==> config.mk <==
export PLATFORM = sky130hd
export DESIGN_NAME = asi_decode
export DESIGN_NICKNAME = d
export VERILOG_FILES = /design/src/asi_isa_pkg.sv /design/src/asi_decode.sv
export SDC_FILE = /design/constraint.sdc
export NUM_CORES = 1
export LEC_CHECK = 0
export BUFFER_PORTS_ARGS = -buffer_cell sky130_fd_sc_hd__buf_4
export CAP_MARGIN = 40
export CORE_UTILIZATION = 22
export DETAILED_ROUTE_END_ITERATION = 10
export PLACE_DENSITY = 0.8
export SLEW_MARGIN = 20
export SYNTH_ARGS = -nofsm -noshare
export SYNTH_HDL_FRONTEND = slang
export SYNTH_SLANG_ARGS = --single-unit
==> constraint.sdc <==
create_clock -name vclk -period 0.8
set_clock_uncertainty 0.1 [all_clocks]
set_input_delay 0.04 -clock vclk [all_inputs]
set_output_delay 0.04 -clock vclk [all_outputs]
set_load 0.02 [all_outputs]
==> src/asi_isa_pkg.sv <==
// Instruction-level definitions for the algorithm specific unit
// - Data word and micro-op widths
// - Class codes and SHA3 / SHA-256 function codes
// - Micro-op union with function and AES views
package asi_isa_pkg;

    localparam int XLEN  = 32;  // Data word width
    localparam int UOP_W = 5;   // Micro-op width

    // ------------------------------------------------------------
    // Class codes, uop[4:3]
    localparam logic [1:0] CLS_NONE = 2'b00;  // Unknown, completes with zero
    localparam logic [1:0] CLS_AES  = 2'b01;
    localparam logic [1:0] CLS_SHA2 = 2'b10;
    localparam logic [1:0] CLS_SHA3 = 2'b11;

    // SHA3 lane index functions, uop[2:0]
    localparam logic [2:0] F_SHA3_XY = 3'd0;
    localparam logic [2:0] F_SHA3_X1 = 3'd1;
    localparam logic [2:0] F_SHA3_X2 = 3'd2;
    localparam logic [2:0] F_SHA3_X4 = 3'd3;
    localparam logic [2:0] F_SHA3_YX = 3'd4;  // 5..7 give zero

    // SHA-256 sigma selector, uop[1:0]
    localparam logic [1:0] F_SHA2_S0_SMALL = 2'd0;  // ror7  ^ ror18 ^ shr3
    localparam logic [1:0] F_SHA2_S1_SMALL = 2'd1;  // ror17 ^ ror19 ^ shr10
    localparam logic [1:0] F_SHA2_S0_BIG   = 2'd2;  // ror2  ^ ror13 ^ ror22
    localparam logic [1:0] F_SHA2_S1_BIG   = 2'd3;  // ror6  ^ ror11 ^ ror25

    // ------------------------------------------------------------
    // Micro-op views
    typedef struct packed {
        logic [1:0] cls;   // Class code
        logic [2:0] fn;    // SHA2 / SHA3 function
    } asi_func_view_t;

    typedef struct packed {
        logic [1:0] cls;   // Class code
        logic       rsvd;  // Unused by AES
        logic       mix;   // 1 MixColumns, 0 SubBytes
        logic       dec;   // 1 decrypt
    } asi_aes_view_t;

    // Same 5-bit word, decoded per class
    typedef union packed {
        asi_func_view_t func;
        asi_aes_view_t  aes;
    } asi_uop_t;

endpackage

==> src/asi_decode.sv <==
// Micro-op decode for the algorithm specific unit
// - Class strobes qualified by valid
// - One-hot SHA3 function strobes
// - Gated SHA-256 operand and AES controls
`timescale 1ns/10ps

module asi_decode (
    input  logic                           asi_valid,  // Op present
    input  asi_isa_pkg::asi_uop_t          asi_uop,    // Which op
    input  logic [asi_isa_pkg::XLEN-1:0]   asi_rs1,    // Source register 1
    output logic                           cls_aes,
    output logic                           cls_sha2,
    output logic                           cls_sha3,
    output logic                           cls_none,   // Unknown class
    output logic                           f_xy,
    output logic                           f_x1,
    output logic                           f_x2,
    output logic                           f_x4,
    output logic                           f_yx,
    output logic [asi_isa_pkg::XLEN-1:0]   sha2_rs1,   // Zero unless SHA2
    output logic [1:0]                     sha2_ss,    // Sigma select
    output logic                           aes_mix,    // MixColumns if set
    output logic                           aes_dec     // Decrypt if set
);

    logic [1:0] cls;
    logic [2:0] fn;

    assign cls = asi_uop.func.cls;
    assign fn  = asi_uop.func.fn;

    // ------------------------------------------------------------
    // Class decode
    assign cls_aes  = asi_valid && (cls == asi_isa_pkg::CLS_AES);
    assign cls_sha2 = asi_valid && (cls == asi_isa_pkg::CLS_SHA2);
    assign cls_sha3 = asi_valid && (cls == asi_isa_pkg::CLS_SHA3);
    assign cls_none = asi_valid && (cls == asi_isa_pkg::CLS_NONE);

    // SHA3 functions, codes 5..7 leave all low
    assign f_xy = cls_sha3 && (fn == asi_isa_pkg::F_SHA3_XY);
    assign f_x1 = cls_sha3 && (fn == asi_isa_pkg::F_SHA3_X1);
    assign f_x2 = cls_sha3 && (fn == asi_isa_pkg::F_SHA3_X2);
    assign f_x4 = cls_sha3 && (fn == asi_isa_pkg::F_SHA3_X4);
    assign f_yx = cls_sha3 && (fn == asi_isa_pkg::F_SHA3_YX);

    // Keeps the sigma logic quiet for other classes
    assign sha2_rs1 = {asi_isa_pkg::XLEN{cls_sha2}} & asi_rs1;
    assign sha2_ss  = fn[1:0];

    // AES view of the same word
    assign aes_mix = asi_uop.aes.mix;
    assign aes_dec = asi_uop.aes.dec;

endmodule

== Word level (Yosys, flattened, before mapping) ==
Index checks and enable logic that the tools add are counted.

* Register bits: 0
* Bits in latches: 0
* ROM bits: 0
* Memories kept: 0
* Output and inout port bits: 45
* Bits in writable memories: 0
* Logic and storage cells: 19

* Order comparisons: 0
* $mul: 0
* Muxes and demuxes: 0
* $add $sub $neg: 0
* Reduce and logical (&&, ||, !) cells: 11
* Shift operators: 0
* Bitwise operators: 1
* Divide/modulo/power cells: 0
* Eq/ne operators: 7

{| class="wikitable"
|+ Operators by type and width
! cell !! count
|-
| $and 32x32->32 || 1
|-
| $logic_and 1x1->1 || 9
|-
| $eq 3x2->1 const B || 2
|-
| $eq 2x2->1 const B || 2
|-
| $eq 3x1->1 const B || 1
|-
| $eq 3x3->1 const B || 1
|-
| $logic_not 3->1 || 1
|-
| $eq 2x1->1 const B || 1
|-
| $logic_not 2->1 || 1
|}

== Longest topological paths before layout ==
* Depth in word-level cells: 3
* Mapped depth: 3
* Gate-level depth less buffers: 2

== Worst setup path after synthesis ==
OpenSTA, ideal clock, no wires.

* Kind: input-to-output
* Start point: in asi_uop[2] (netlist name)
* End point: out f_xy
* Setup slack: -0.327 ns
* Arrival time: 0.987 ns
* Stages on the path: 2
* Buffers on the path: 0
* Required time: 0.660 ns
* Path through: nand3b_1 -> nor4b_1

* Word-level cells in the longest chain between the ends: 2

{| class="wikitable"
|+ RTL lines
! item !! line !! source
|-
| from (decl) || asi_decode.sv:9 || <nowiki>input asi_isa_pkg::asi_uop_t asi_uop,</nowiki>
|-
| $logic_not 3->1 || asi_decode.sv:40 || <nowiki>assign f_xy = cls_sha3 && (fn == asi_isa_pkg::F_SHA3_XY);</nowiki>
|-
| $logic_and 1x1->1 || asi_decode.sv:40 ||
|-
| to (decl) || asi_decode.sv:15 || <nowiki>output logic f_xy,</nowiki>
|}

No other way between the ends.

== Final worst setup path ==
* Start point: in asi_uop[2] (netlist name)
* End point: out f_x2

* Word-level cells in the longest chain between the ends: 2

{| class="wikitable"
|+ RTL lines
! item !! line !! source
|-
| $eq 3x2->1 || asi_decode.sv:42 || <nowiki>assign f_x2 = cls_sha3 && (fn == asi_isa_pkg::F_SHA3_X2);</nowiki>
|-
| $logic_and 1x1->1 || asi_decode.sv:42 ||
|-
| to (decl) || asi_decode.sv:17 || <nowiki>output logic f_x2,</nowiki>
|}

No other way between the ends.

==> flow_metrics.py <==
metrics = {
    "sta": {
        "relSlewSlack_pct": 86.7,
        "min_period_ns": 0.933,
        "fmax_mhz": 1070,
        "period_share_pct": 117,
        "hold_violations": 0,
        "drv_slew": 0,
        "setup_violations": 39,
        "worst_pin_slew_ns": 0.198,
        "rsz0062_at_grt": "yes",
        "setup_ws_ns": -0.133,
    },
    "synth": {
        "yosysMostFrequentCell": "and2_1",
        "synth_common_cells": "and2_1 (20), and2_2 (12), buf_4 (4)",
        "synthesis.nets": 91,
        "synth_area_per_cell_um2": 7.08,
        "synth.yosys.seq_area_share_pct": 0,
        "netlist_instances": 53,
        "synth_top_area_share_pct": 33.3,
        "synth-warning-count": 0,
        "syn-cell-area_um2": 375,
        "synth.area.top_cells": "and2_1 (33%), and2_2 (24%), buf_6 (9.0%), buf_4 (8.0%), nor4b_1 (4.7%)",
        "yosys.area.top_type": "and2_1",
        "ys_types": 14,
    },
    "power_and_ir_drop": {
        "total_power_uw": 539,
        "p_per_area_nw_per_um2": 414,
        "ir_drop_mv": 0.300,
        "p_leak_uw": 0.000675,
    },
    "hold_path": {
        "min_path_cells": 2,
        "hold_end": "sha2_ss[1]",
        "worstHoldStart": "asi_uop[1]",
        "hold_class": "input port to output port",
    },
    "global_route": {
        "grt_antenna_before_repair": 0,
        "grt_pass1_vias": 641,
        "grt_pass1_wl_um": 2840,
        "grtUsageTotal_pct": 18.6,
        "overflow": 0,
        "grt_max_degree": 17,
    },
    "job": {
        "max-cap-violations": 0,
    },
    "final_layout": {
        "instances_no_fill": 153,
        "final_util_pct": 84.3,
        "n_clock_buffer": 0,
        "nNetsFinal": 177,
        "seq_area_um2": 0,
        "n_sequential_cell": 0,
        "drive_gt1_share_pct": 97.1,
        "area_growth_pct": 246,
        "n_antenna_cell": 0,
    },
    "routing": {
        "viasPerCell": 4.60,
        "firstDrtPassIters": 4,
        "drtAntennaViolNets": 0,
        "num_vias": 704,
        "wl_um": 1950,
        "drtIter0Drc": 9,
        "drc": 0,
        "wl_per_cell_um": 12.7,
    },
    "critical_path": {
        "cp_max_fo": 3,
        "critPathMaxStageDelay_ns": 0.21,
        "path_buf_inv": 3,
        "required_ns": 0.66,
        "crit_path_start_kind": "input port",
        "crit_chain": "buf_6 -> nand3b_1 -> buf_4 -> nor3_2 -> buf_4",
        "critical_path_class": "input port to output port",
        "critPathSlowestCell": "nand3b_1",
        "end_kind": "output port",
        "cpMostUsedCell": "buf_4",
        "cpLargestDelayFamily": "buffers and inverters",
        "crit_arrival_ns": 0.79,
    },
    "floorplan": {
        "dieWidth_um": 43.3,
        "core.rowCount": 14,
        "die_area_um2": 1880,
        "ios": 83,
        "die_h_um": 43.3,
        "initial_utilization_pct": 24.4,
        "coreArea_um2": 1540,
    },
    "run_status": {
        "violations": "negative setup slack",
        "status": "finished with violations",
    },
    "placed_design": {
        "io_buffer_count": 83,
        "dp.cells": 148,
        "gp_congestion": 0.660,
    },
}
-- per-stage QoR --
stage	setup slack, ns	hold WS (ns)	TNS, ns	cell area, um^2
2_1_floorplan	-0.0820	0.0313	-0.252	429
3_3_place_gp	-0.283	0.243	-9.45	1030
3_5_place_dp	-0.313	0.248	-10.46	1030
4_1_cts	-0.175	0.250	-4.86	1210
5_1_grt	-0.210	0.271	-4.65	1300
6_report	-0.133	0.264	-3.31	1300
-- how the worst max path moves through the flow --
stage | from | slack, ns | end | cells after the start
after global placement | asi_uop[3] | -0.28 | sha2_rs1[28] | 4
after CTS | asi_uop[3] | -0.17 | sha2_rs1[24] | 4
after global routing | asi_uop[3] | -0.21 | f_xy | 5
final | asi_uop[2] | -0.13 | f_x2 | 5
after floorplan | asi_uop[2] | -0.08 | f_xy | 2
after detailed placement | asi_uop[3] | -0.31 | sha2_rs1[28] | 4
-- cell type report --
class                           count  area, um^2
Tap cell                           16        20.0
Timing Repair Buffer               88         822
Multi-Input combinational cell     49         458
Fill cell                         105         241
-- repair_timing --
item | in CTS | in global routing
cloned | 2 | 1
buffers inserted | 2 | 0
gates resized for setup | 40 | 29
hold buffers | 0 | 0
pin swaps | 15 | 20
setup endpoints to repair | 38 | 41
-- layer usage --
| layer | up-vias | routed length, um | GRT usage (%) |
|---|---|---|---|
| met2 | 48 | 1050 | 36.1 |
| li1 | 341 | - | - |
| met5 | - | 0 | 0 |
| met1 | 315 | 720 | 22.8 |
| met4 | 0 | 0 | 0 |
| met3 | 0 | 171 | 2.55 |
-- power by group --
part	switching, uW	internal, uW	leakage, uW
sequential	0	0	0
clock	0	0	0
combinational	218	320	0.000675
-- layout by cell type, fill, tap and decap left out, types with 2 or more instances in the layout --
master,count
buf_4,46
buf_6,41
and2_4,23
and2_2,9
and3b_2,4
nand3b_1,2
nor2_4,2
-- cells by family after synthesis --
logic type | Yosys count | share of synthesized area [%]
buf+inv | 7 | 17.0
simple gates | 46 | 83.0
No activity file was read; power rests on OpenSTA's default activity.
