--- config.mk ---
export PLATFORM = sky130hd
export DESIGN_NAME = asi_sha_execute
export DESIGN_NICKNAME = d
export VERILOG_FILES = /design/src/asi_isa_pkg.sv /design/src/asi_sha_execute.sv
export SDC_FILE = /design/constraint.sdc
export NUM_CORES = 1
export LEC_CHECK = 0
export BUFFER_PORTS_ARGS = -buffer_cell sky130_fd_sc_hd__buf_2
export CORE_ASPECT_RATIO = 1.75
export CORE_MARGIN = 3
export CORE_UTILIZATION = 61
export DETAILED_ROUTE_END_ITERATION = 7
export GPL_ROUTABILITY_DRIVEN = 0
export PLACE_DENSITY = 0.91
export SLEW_MARGIN = 20
export SYNTH_ARGS = -nofsm -noshare
export SYNTH_HDL_FRONTEND = slang
export SYNTH_SLANG_ARGS = --single-unit
--- constraint.sdc ---
create_clock -name vclk -period 19.72
set_input_delay 0.986 -clock vclk [all_inputs]
set_output_delay 0.986 -clock vclk [all_outputs]
set_load 0.05 [all_outputs]
--- src/asi_isa_pkg.sv ---
// Instruction-level definitions for the algorithm specific unit
// - Data word and micro-op widths
// - Class codes and SHA3 / SHA-256 function codes
// - Micro-op union with function and AES views
package asi_isa_pkg;

    localparam int XLEN  = 32;  // Data word width
    localparam int UOP_W = 5;   // Micro-op width

    // ------------------------------------------------------------
    // Class codes, uop[4:3]
    localparam logic [1:0] CLS_NONE = 2'b00;  // Unknown, completes with zero
    localparam logic [1:0] CLS_AES  = 2'b01;
    localparam logic [1:0] CLS_SHA2 = 2'b10;
    localparam logic [1:0] CLS_SHA3 = 2'b11;

    // SHA3 lane index functions, uop[2:0]
    localparam logic [2:0] F_SHA3_XY = 3'd0;
    localparam logic [2:0] F_SHA3_X1 = 3'd1;
    localparam logic [2:0] F_SHA3_X2 = 3'd2;
    localparam logic [2:0] F_SHA3_X4 = 3'd3;
    localparam logic [2:0] F_SHA3_YX = 3'd4;  // 5..7 give zero

    // SHA-256 sigma selector, uop[1:0]
    localparam logic [1:0] F_SHA2_S0_SMALL = 2'd0;  // ror7  ^ ror18 ^ shr3
    localparam logic [1:0] F_SHA2_S1_SMALL = 2'd1;  // ror17 ^ ror19 ^ shr10
    localparam logic [1:0] F_SHA2_S0_BIG   = 2'd2;  // ror2  ^ ror13 ^ ror22
    localparam logic [1:0] F_SHA2_S1_BIG   = 2'd3;  // ror6  ^ ror11 ^ ror25

    // ------------------------------------------------------------
    // Micro-op views
    typedef struct packed {
        logic [1:0] cls;   // Class code
        logic [2:0] fn;    // SHA2 / SHA3 function
    } asi_func_view_t;

    typedef struct packed {
        logic [1:0] cls;   // Class code
        logic       rsvd;  // Unused by AES
        logic       mix;   // 1 MixColumns, 0 SubBytes
        logic       dec;   // 1 decrypt
    } asi_aes_view_t;

    // Same 5-bit word, decoded per class
    typedef union packed {
        asi_func_view_t func;
        asi_aes_view_t  aes;
    } asi_uop_t;

endpackage

--- src/asi_sha_execute.sv ---
// SHA execute block
// - SHA3 lane index functions xy, x1, x2, x4, yx with post shift
// - SHA-256 sigma0, sigma1, Sigma0, Sigma1
`timescale 1ns/10ps

module asi_sha_execute (
    input  logic [asi_isa_pkg::XLEN-1:0] asi_rs1,      // x source
    input  logic [asi_isa_pkg::XLEN-1:0] asi_rs2,      // y source
    input  logic [1:0]                   asi_shamt,    // Post shift
    input  logic                         f_xy,         // One-hot SHA3 function
    input  logic                         f_x1,
    input  logic                         f_x2,
    input  logic                         f_x4,
    input  logic                         f_yx,
    input  logic [asi_isa_pkg::XLEN-1:0] sha2_rs1,     // Gated operand
    input  logic [1:0]                   sha2_ss,      // Sigma select
    output logic [asi_isa_pkg::XLEN-1:0] result_sha2,
    output logic [asi_isa_pkg::XLEN-1:0] result_sha3
);

    localparam int XL = asi_isa_pkg::XLEN;

    function automatic logic [2:0] mod5(input logic [7:0] v);
        return 3'(v % 8'd5);
    endfunction

    // Lane index col + 5*row, at most 24
    function automatic logic [4:0] lane(input logic [2:0] c, input logic [2:0] r);
        return 5'(c) + 5'(r) * 5'd5;
    endfunction

    function automatic logic [XL-1:0] ror(input logic [XL-1:0] v, input int n);
        return (v >> n) | (v << (XL - n));
    endfunction

    // ------------------------------------------------------------
    // SHA3 indexing
    logic [2:0] x;
    logic [2:0] y;
    logic [4:0] sha3_lane;

    assign x = mod5(asi_rs1[7:0]);  // Low byte only
    assign y = mod5(asi_rs2[7:0]);

    assign sha3_lane =
        ({5{f_xy}} & lane(x, y))                       |
        ({5{f_x1}} & lane(mod5(8'(x) + 8'd1), y))      |
        ({5{f_x2}} & lane(mod5(8'(x) + 8'd2), y))      |
        ({5{f_x4}} & lane(mod5(8'(x) + 8'd4), y))      |
        ({5{f_yx}} & lane(y, mod5(8'(x) * 8'd2 + 8'(y) * 8'd3)));

    assign result_sha3 = {{(XL-5){1'b0}}, sha3_lane} << asi_shamt;

    // ------------------------------------------------------------
    // SHA-256 sigma
    always_comb begin
        case (sha2_ss)
            asi_isa_pkg::F_SHA2_S0_SMALL:
                result_sha2 = ror(sha2_rs1, 7)  ^ ror(sha2_rs1, 18) ^ (sha2_rs1 >> 3);
            asi_isa_pkg::F_SHA2_S1_SMALL:
                result_sha2 = ror(sha2_rs1, 17) ^ ror(sha2_rs1, 19) ^ (sha2_rs1 >> 10);
            asi_isa_pkg::F_SHA2_S0_BIG:
                result_sha2 = ror(sha2_rs1, 2)  ^ ror(sha2_rs1, 13) ^ ror(sha2_rs1, 22);
            default:  // Sigma1
                result_sha2 = ror(sha2_rs1, 6)  ^ ror(sha2_rs1, 11) ^ ror(sha2_rs1, 25);
        endcase
    end

endmodule

; After elaboration in Yosys (flattened, before gate mapping)
; Index checks and enable logic that the tools add are counted.
[totals]
regBits = 0
inputBits = 105
output_inout_bits = 64
elab_cells = 50
[op_classes]
addsub = 9
multipliers = 3
n_div = 6
n_eq_ne = 2
shifts = 1
n_mux = 1
n_bitwise = 27
reduce_logical = 1
[op_table]
columns = operator, n
row1 = $xor A32 B32 Y32, 6
row2 = $pmux W32 S3, 1
row3 = $mod A8 B3 Y8 const B, 6
row4 = $or A10 B32 Y32, 1
row5 = $or A13 B32 Y32, 1
row6 = $or A14 B32 Y32, 1
row7 = $or A15 B32 Y32, 1
row8 = $or A19 B32 Y32, 1
row9 = $or A21 B32 Y32, 1
row10 = $or A25 B32 Y32, 1
row11 = $or A26 B32 Y32, 1
row12 = $or A30 B32 Y32, 1
row13 = $or A7 B32 Y32, 1
row14 = $shl A5 B2 Y32, 1
row15 = $xor A32 B22 Y32, 1
row16 = $xor A32 B29 Y32, 1
row17 = $add A3 B5 Y5, 5
row18 = $and A5 B5 Y5, 5
row19 = $or A5 B5 Y5, 4
row20 = $mul A3 B3 Y5 const B, 2
row21 = $add A4 B5 Y6, 1
row22 = $mul A3 B2 Y5 const B, 1
row23 = $add A3 B1 Y4 const B, 1
row24 = $add A3 B2 Y4 const B, 1
row25 = other kinds (4), 4

; Depth between registers and ports, before layout
[depth]
ltp_word = 10
mapped_depth = 48
ltp_nobuf = 46

; Least setup slack after synthesis
; No wires, ideal clock.
[synth_timing]
kind = input to output
start = input asi_rs2[4] (netlist bit)
end = output result_sha3[4] (netlist bit)
arrival_time_ns = 10.451
required_ns = 18.734
slack_ns = 8.283
cell_stages = 45
n_path_buf = 2
cell_sequence = buf_2 and4bb_1 a22oi_1 o21ai_1 o31ai_2 ha_1 inv_1 a31oi_1 mux2i_1 ha_1 nor2_1 a221o_1 and3_2 mux2i_1 buf_4 xor2_1 ha_1 ha_1 [... 9 more ...] a21oi_4 xnor2_1 ha_1 nor2b_1 o21ai_0 inv_1 ha_1 inv_1 ha_1 ha_1 ha_1 a21o_1 a21oi_1 xnor2_1 nand2b_1 a21oi_1 nor3b_2 a211oi_1
[synth_between]
elab_chain_len = 9
word_cells_on_any_way = 21
classes_between = 6 x add/sub / 3 x mul / 2 x div / 1 x shift / 9 x bitwise
[synth_rtl]
columns = item, line
row1 = start: declaration, asi_sha_execute.sv:8  ; input logic [asi_isa_pkg::XLEN-1:0] asi_rs2,
row2 = $mod A8 B3 Y8 *, asi_sha_execute.sv:24  ; return 3'(v % 8'd5);
row3 = $mul A3 B2 Y5 or $mul A3 B3 Y5 (tied branches), "asi_sha_execute.sv:50, asi_sha_execute.sv:29"
row4 = $add A4 B5 Y6 or $add A3 B5 Y5 (tied branches), "asi_sha_execute.sv:50, asi_sha_execute.sv:29"
row5 = $mod A8 B3 Y8 (tied with other cells), asi_sha_execute.sv:24
row6 = $mul A3 B3 Y5 or $or A5 B5 Y5 (tied branches), "asi_sha_execute.sv:29, asi_sha_execute.sv:46"
row7 = $add A3 B5 Y5 or $or A5 B5 Y5 (tied branches), "asi_sha_execute.sv:29, asi_sha_execute.sv:47"
row8 = $and A5 B5 Y5 or $or A5 B5 Y5 (tied branches), "asi_sha_execute.sv:50, asi_sha_execute.sv:48"
row9 = $or A5 B5 Y5 *, asi_sha_execute.sv:49  ; ({5{f_x4}} & lane(mod5(8'(x) + 8'd4), y)) |
row10 = $shl A5 B2 Y32 *, asi_sha_execute.sv:52  ; assign result_sha3 = {{(XL-5){1'b0}}, sha3_lane} << asi_shamt;
row11 = end: declaration, asi_sha_execute.sv:18  ; output logic [asi_isa_pkg::XLEN-1:0] result_sha3
; Mark *: on every way between the ends. The rest lies on a longest branch, timed or not.

; Worst setup path in the final report
[layout_timing]
start = input asi_rs1[6] (netlist bit)
end = output result_sha3[4] (netlist bit)
[layout_between]
elab_chain_len = 10
word_cells_on_any_way = 25
classes_between = 9 x add/sub / 1 x mul / 5 x div / 1 x shift / 9 x bitwise
[layout_rtl]
columns = item, line
row1 = start: declaration, asi_sha_execute.sv:7  ; input logic [asi_isa_pkg::XLEN-1:0] asi_rs1,
row2 = $mod A8 B3 Y8 *, asi_sha_execute.sv:24
row3 = "parallel branches: the longest is 7 deep, another holds $mod A8 B3 Y8", -
row4 = $or A5 B5 Y5 *, asi_sha_execute.sv:49
row5 = $shl A5 B2 Y32 *, asi_sha_execute.sv:52
; Mark *: on every way between the ends.

==> results.toml <==
[outcome]
status = "finished clean"

[timing]
period_minus_slack_ps = 12060
slew_headroom_pct = 36.9
fin_crit_sh_pct = 61.2
hold_viol = 0
rsz0062_at_grt = "no"
setup_viol = 0
slew_violations = 0
tightest_slew_ps = 946
holdWs_ps = 2360
fmax_mhz = 82.9
setup-tns-final_ps = 0

[grt]
grt_usage_pct = 28.5
grt_max_degree = 33
grt_pass1_wl_um = 26500
overflow = 0
grt_pass1_vias = 5675
antenna_found_initial = 1

[route]
wl_per_cell_um = 17.8
ant_nets = 0
drt-initial-drc-count = 341
vias = 5768
drc = 0
vias_per_cell = 6.31
first_pass_iters = 5
wirelength_um = 16300

[yosys]
yosysUniqueCellTypes = 80
syn_avg_cell_area_um2 = 8.30
syn_inst = 750
synth_area_leaders = "xnor2_1 30%, mux4_2 12%, ha_1 10%, xor2_1 3.5%, buf_4 3.4%"
synth.top_cell.area_share_pct = 30.0
yosysTopAreaCell = "xnor2_1"
seq_area_frac_synth_pct = 0
syn_area_um2 = 6230
yosysWarnings = 0

[die]
core-area_um2 = 9910
die_area_um2 = 11500
core.rowCount = 48
num_io_pins = 169
initial_core_util_pct = 62.9
die_w_um = 82.4
die_h_um = 140

[cts]
post_cts_buffers = 0
ctsResizeCount = 0
ctsHoldBuffers = 0

[flow_run]
max_cap_violations = 0

[final_layout]
seq_cells = 0
layout_commonest_cell = "xnor2_1"
most-common-layout-cells = "213 x xnor2_1, 97 x buf_2, 51 x ha_1"
register_area_um2 = 0
finalInstanceArea_um2 = 6540
final_util_pct = 66.0
nClkBuffers = 0
syn_to_final_growth_pct = 5.06
final_cells = 914
nets = 952
final_layout_size_suffix_gt1_share_pct = 19.9

[worst_hold_path]
worstHoldStart = "asi_shamt[1]"
min_path_type = "in -> out"

[setup_path]
crit_top_cell = "ha_1"
crit_start = "asi_rs1[6]"
cpPeakStageDelay_ps = 640
worstPathMaxFanout = 15
path_class = "in -> out"
critPathLaunchType = "input port"
crit_slowest_cell = "fa_1"
crit_path_end_kind = "output pin"
cp_data_required_time_ps = 18730
worstPathArrival_ps = 11080

[place]
placed_area_um2 = 6540
place_inst = 913
dp_hpwl_um = 12800
port_buffers = 97

[pwr]
leakage_nw = 2.66
powerDensity_nw_per_um2 = 190
peakVddDrop_mv = 0.212
==> worst max-delay path, delay by kind of cell <==
family,cells,cell delay [ps]
simple gates,7,1450
fa+ha+maj,11,3390
mux,1,110
compound gates,14,3030
buf+inv,7,1260
xor+xnor,4,810
==> final cells by class <==
cell class         instances  area (um^2)
multi-input cells        650         5740
fillers                  813         3370
repair buffers            99          500
well taps                125          156
inverters                 39          146
diodes                     1         2.50
==> synth_stat cells, drive strengths merged (5+ instances only) <==
| library cell | number |
|---|---|
| nand3 | 6 |
| inv | 39 |
| nand4 | 5 |
| a22oi | 8 |
| nor3b | 8 |
| o22ai | 6 |
| o211ai | 5 |
| buf | 50 |
| nor2 | 30 |
| a21o | 18 |
| nor4bb | 5 |
| xnor2 | 214 |
| ha | 51 |
| a21oi | 20 |
| nand2b | 13 |
| o21ai | 30 |
| mux4 | 32 |
| clkbuf | 34 |
| nor3 | 16 |
| xor2 | 25 |
| nand2 | 24 |
| and2 | 6 |
| mux2i | 18 |
| fa | 6 |
| a31oi | 10 |
| and3 | 5 |
==> report_power, final <==
| group | internal, mW | total [mW] | switching (mW) |
|---|---|---|---|
| clock | 0.00000000680 | 0.00000000680 | 0 |
| combinational | 0.503 | 1.25 | 0.743 |
| sequential | 0 | 0 | 0 |
==> cell families after synthesis <==
family,after synthesis,synth area share (%)
AND/OR/NAND/NOR,140,13.0
other,1,0.0602
buffers and inverters,123,9.32
adder cells (fa/ha/maj),61,12.9
AO/OA/AOI/OAI,132,15.5
multiplexers,54,15.4
XOR/XNOR,239,33.9
==> final timing paths <==
| path | to | slack (ps) | cells after the start |
|---|---|---|---|
| worst max-delay path | result_sha3[4] | 7660 | 44 |
| worst min-delay path | result_sha3[0] | 2360 | 3 |
==> metrics by stage <==
stage	total power, mW	setup WS [ps]
after floorplan	1.00	8280
after global placement	1.18	7960
after detailed placement	1.24	7680
after CTS	1.25	7670
after global routing	1.37	6740
final	1.25	7660
==> per-layer routing <==
layer | routed length, um | up-vias | GRT usage (%)
met4 | 879 | 0 | 14.3
met2 | 8830 | 282 | 53.1
li1 | - | 2663 | -
met3 | 1030 | 84 | 1.81
met5 | 0 | - | 0
met1 | 5560 | 2739 | 30.7
No activity file was read; power rests on OpenSTA's default activity.
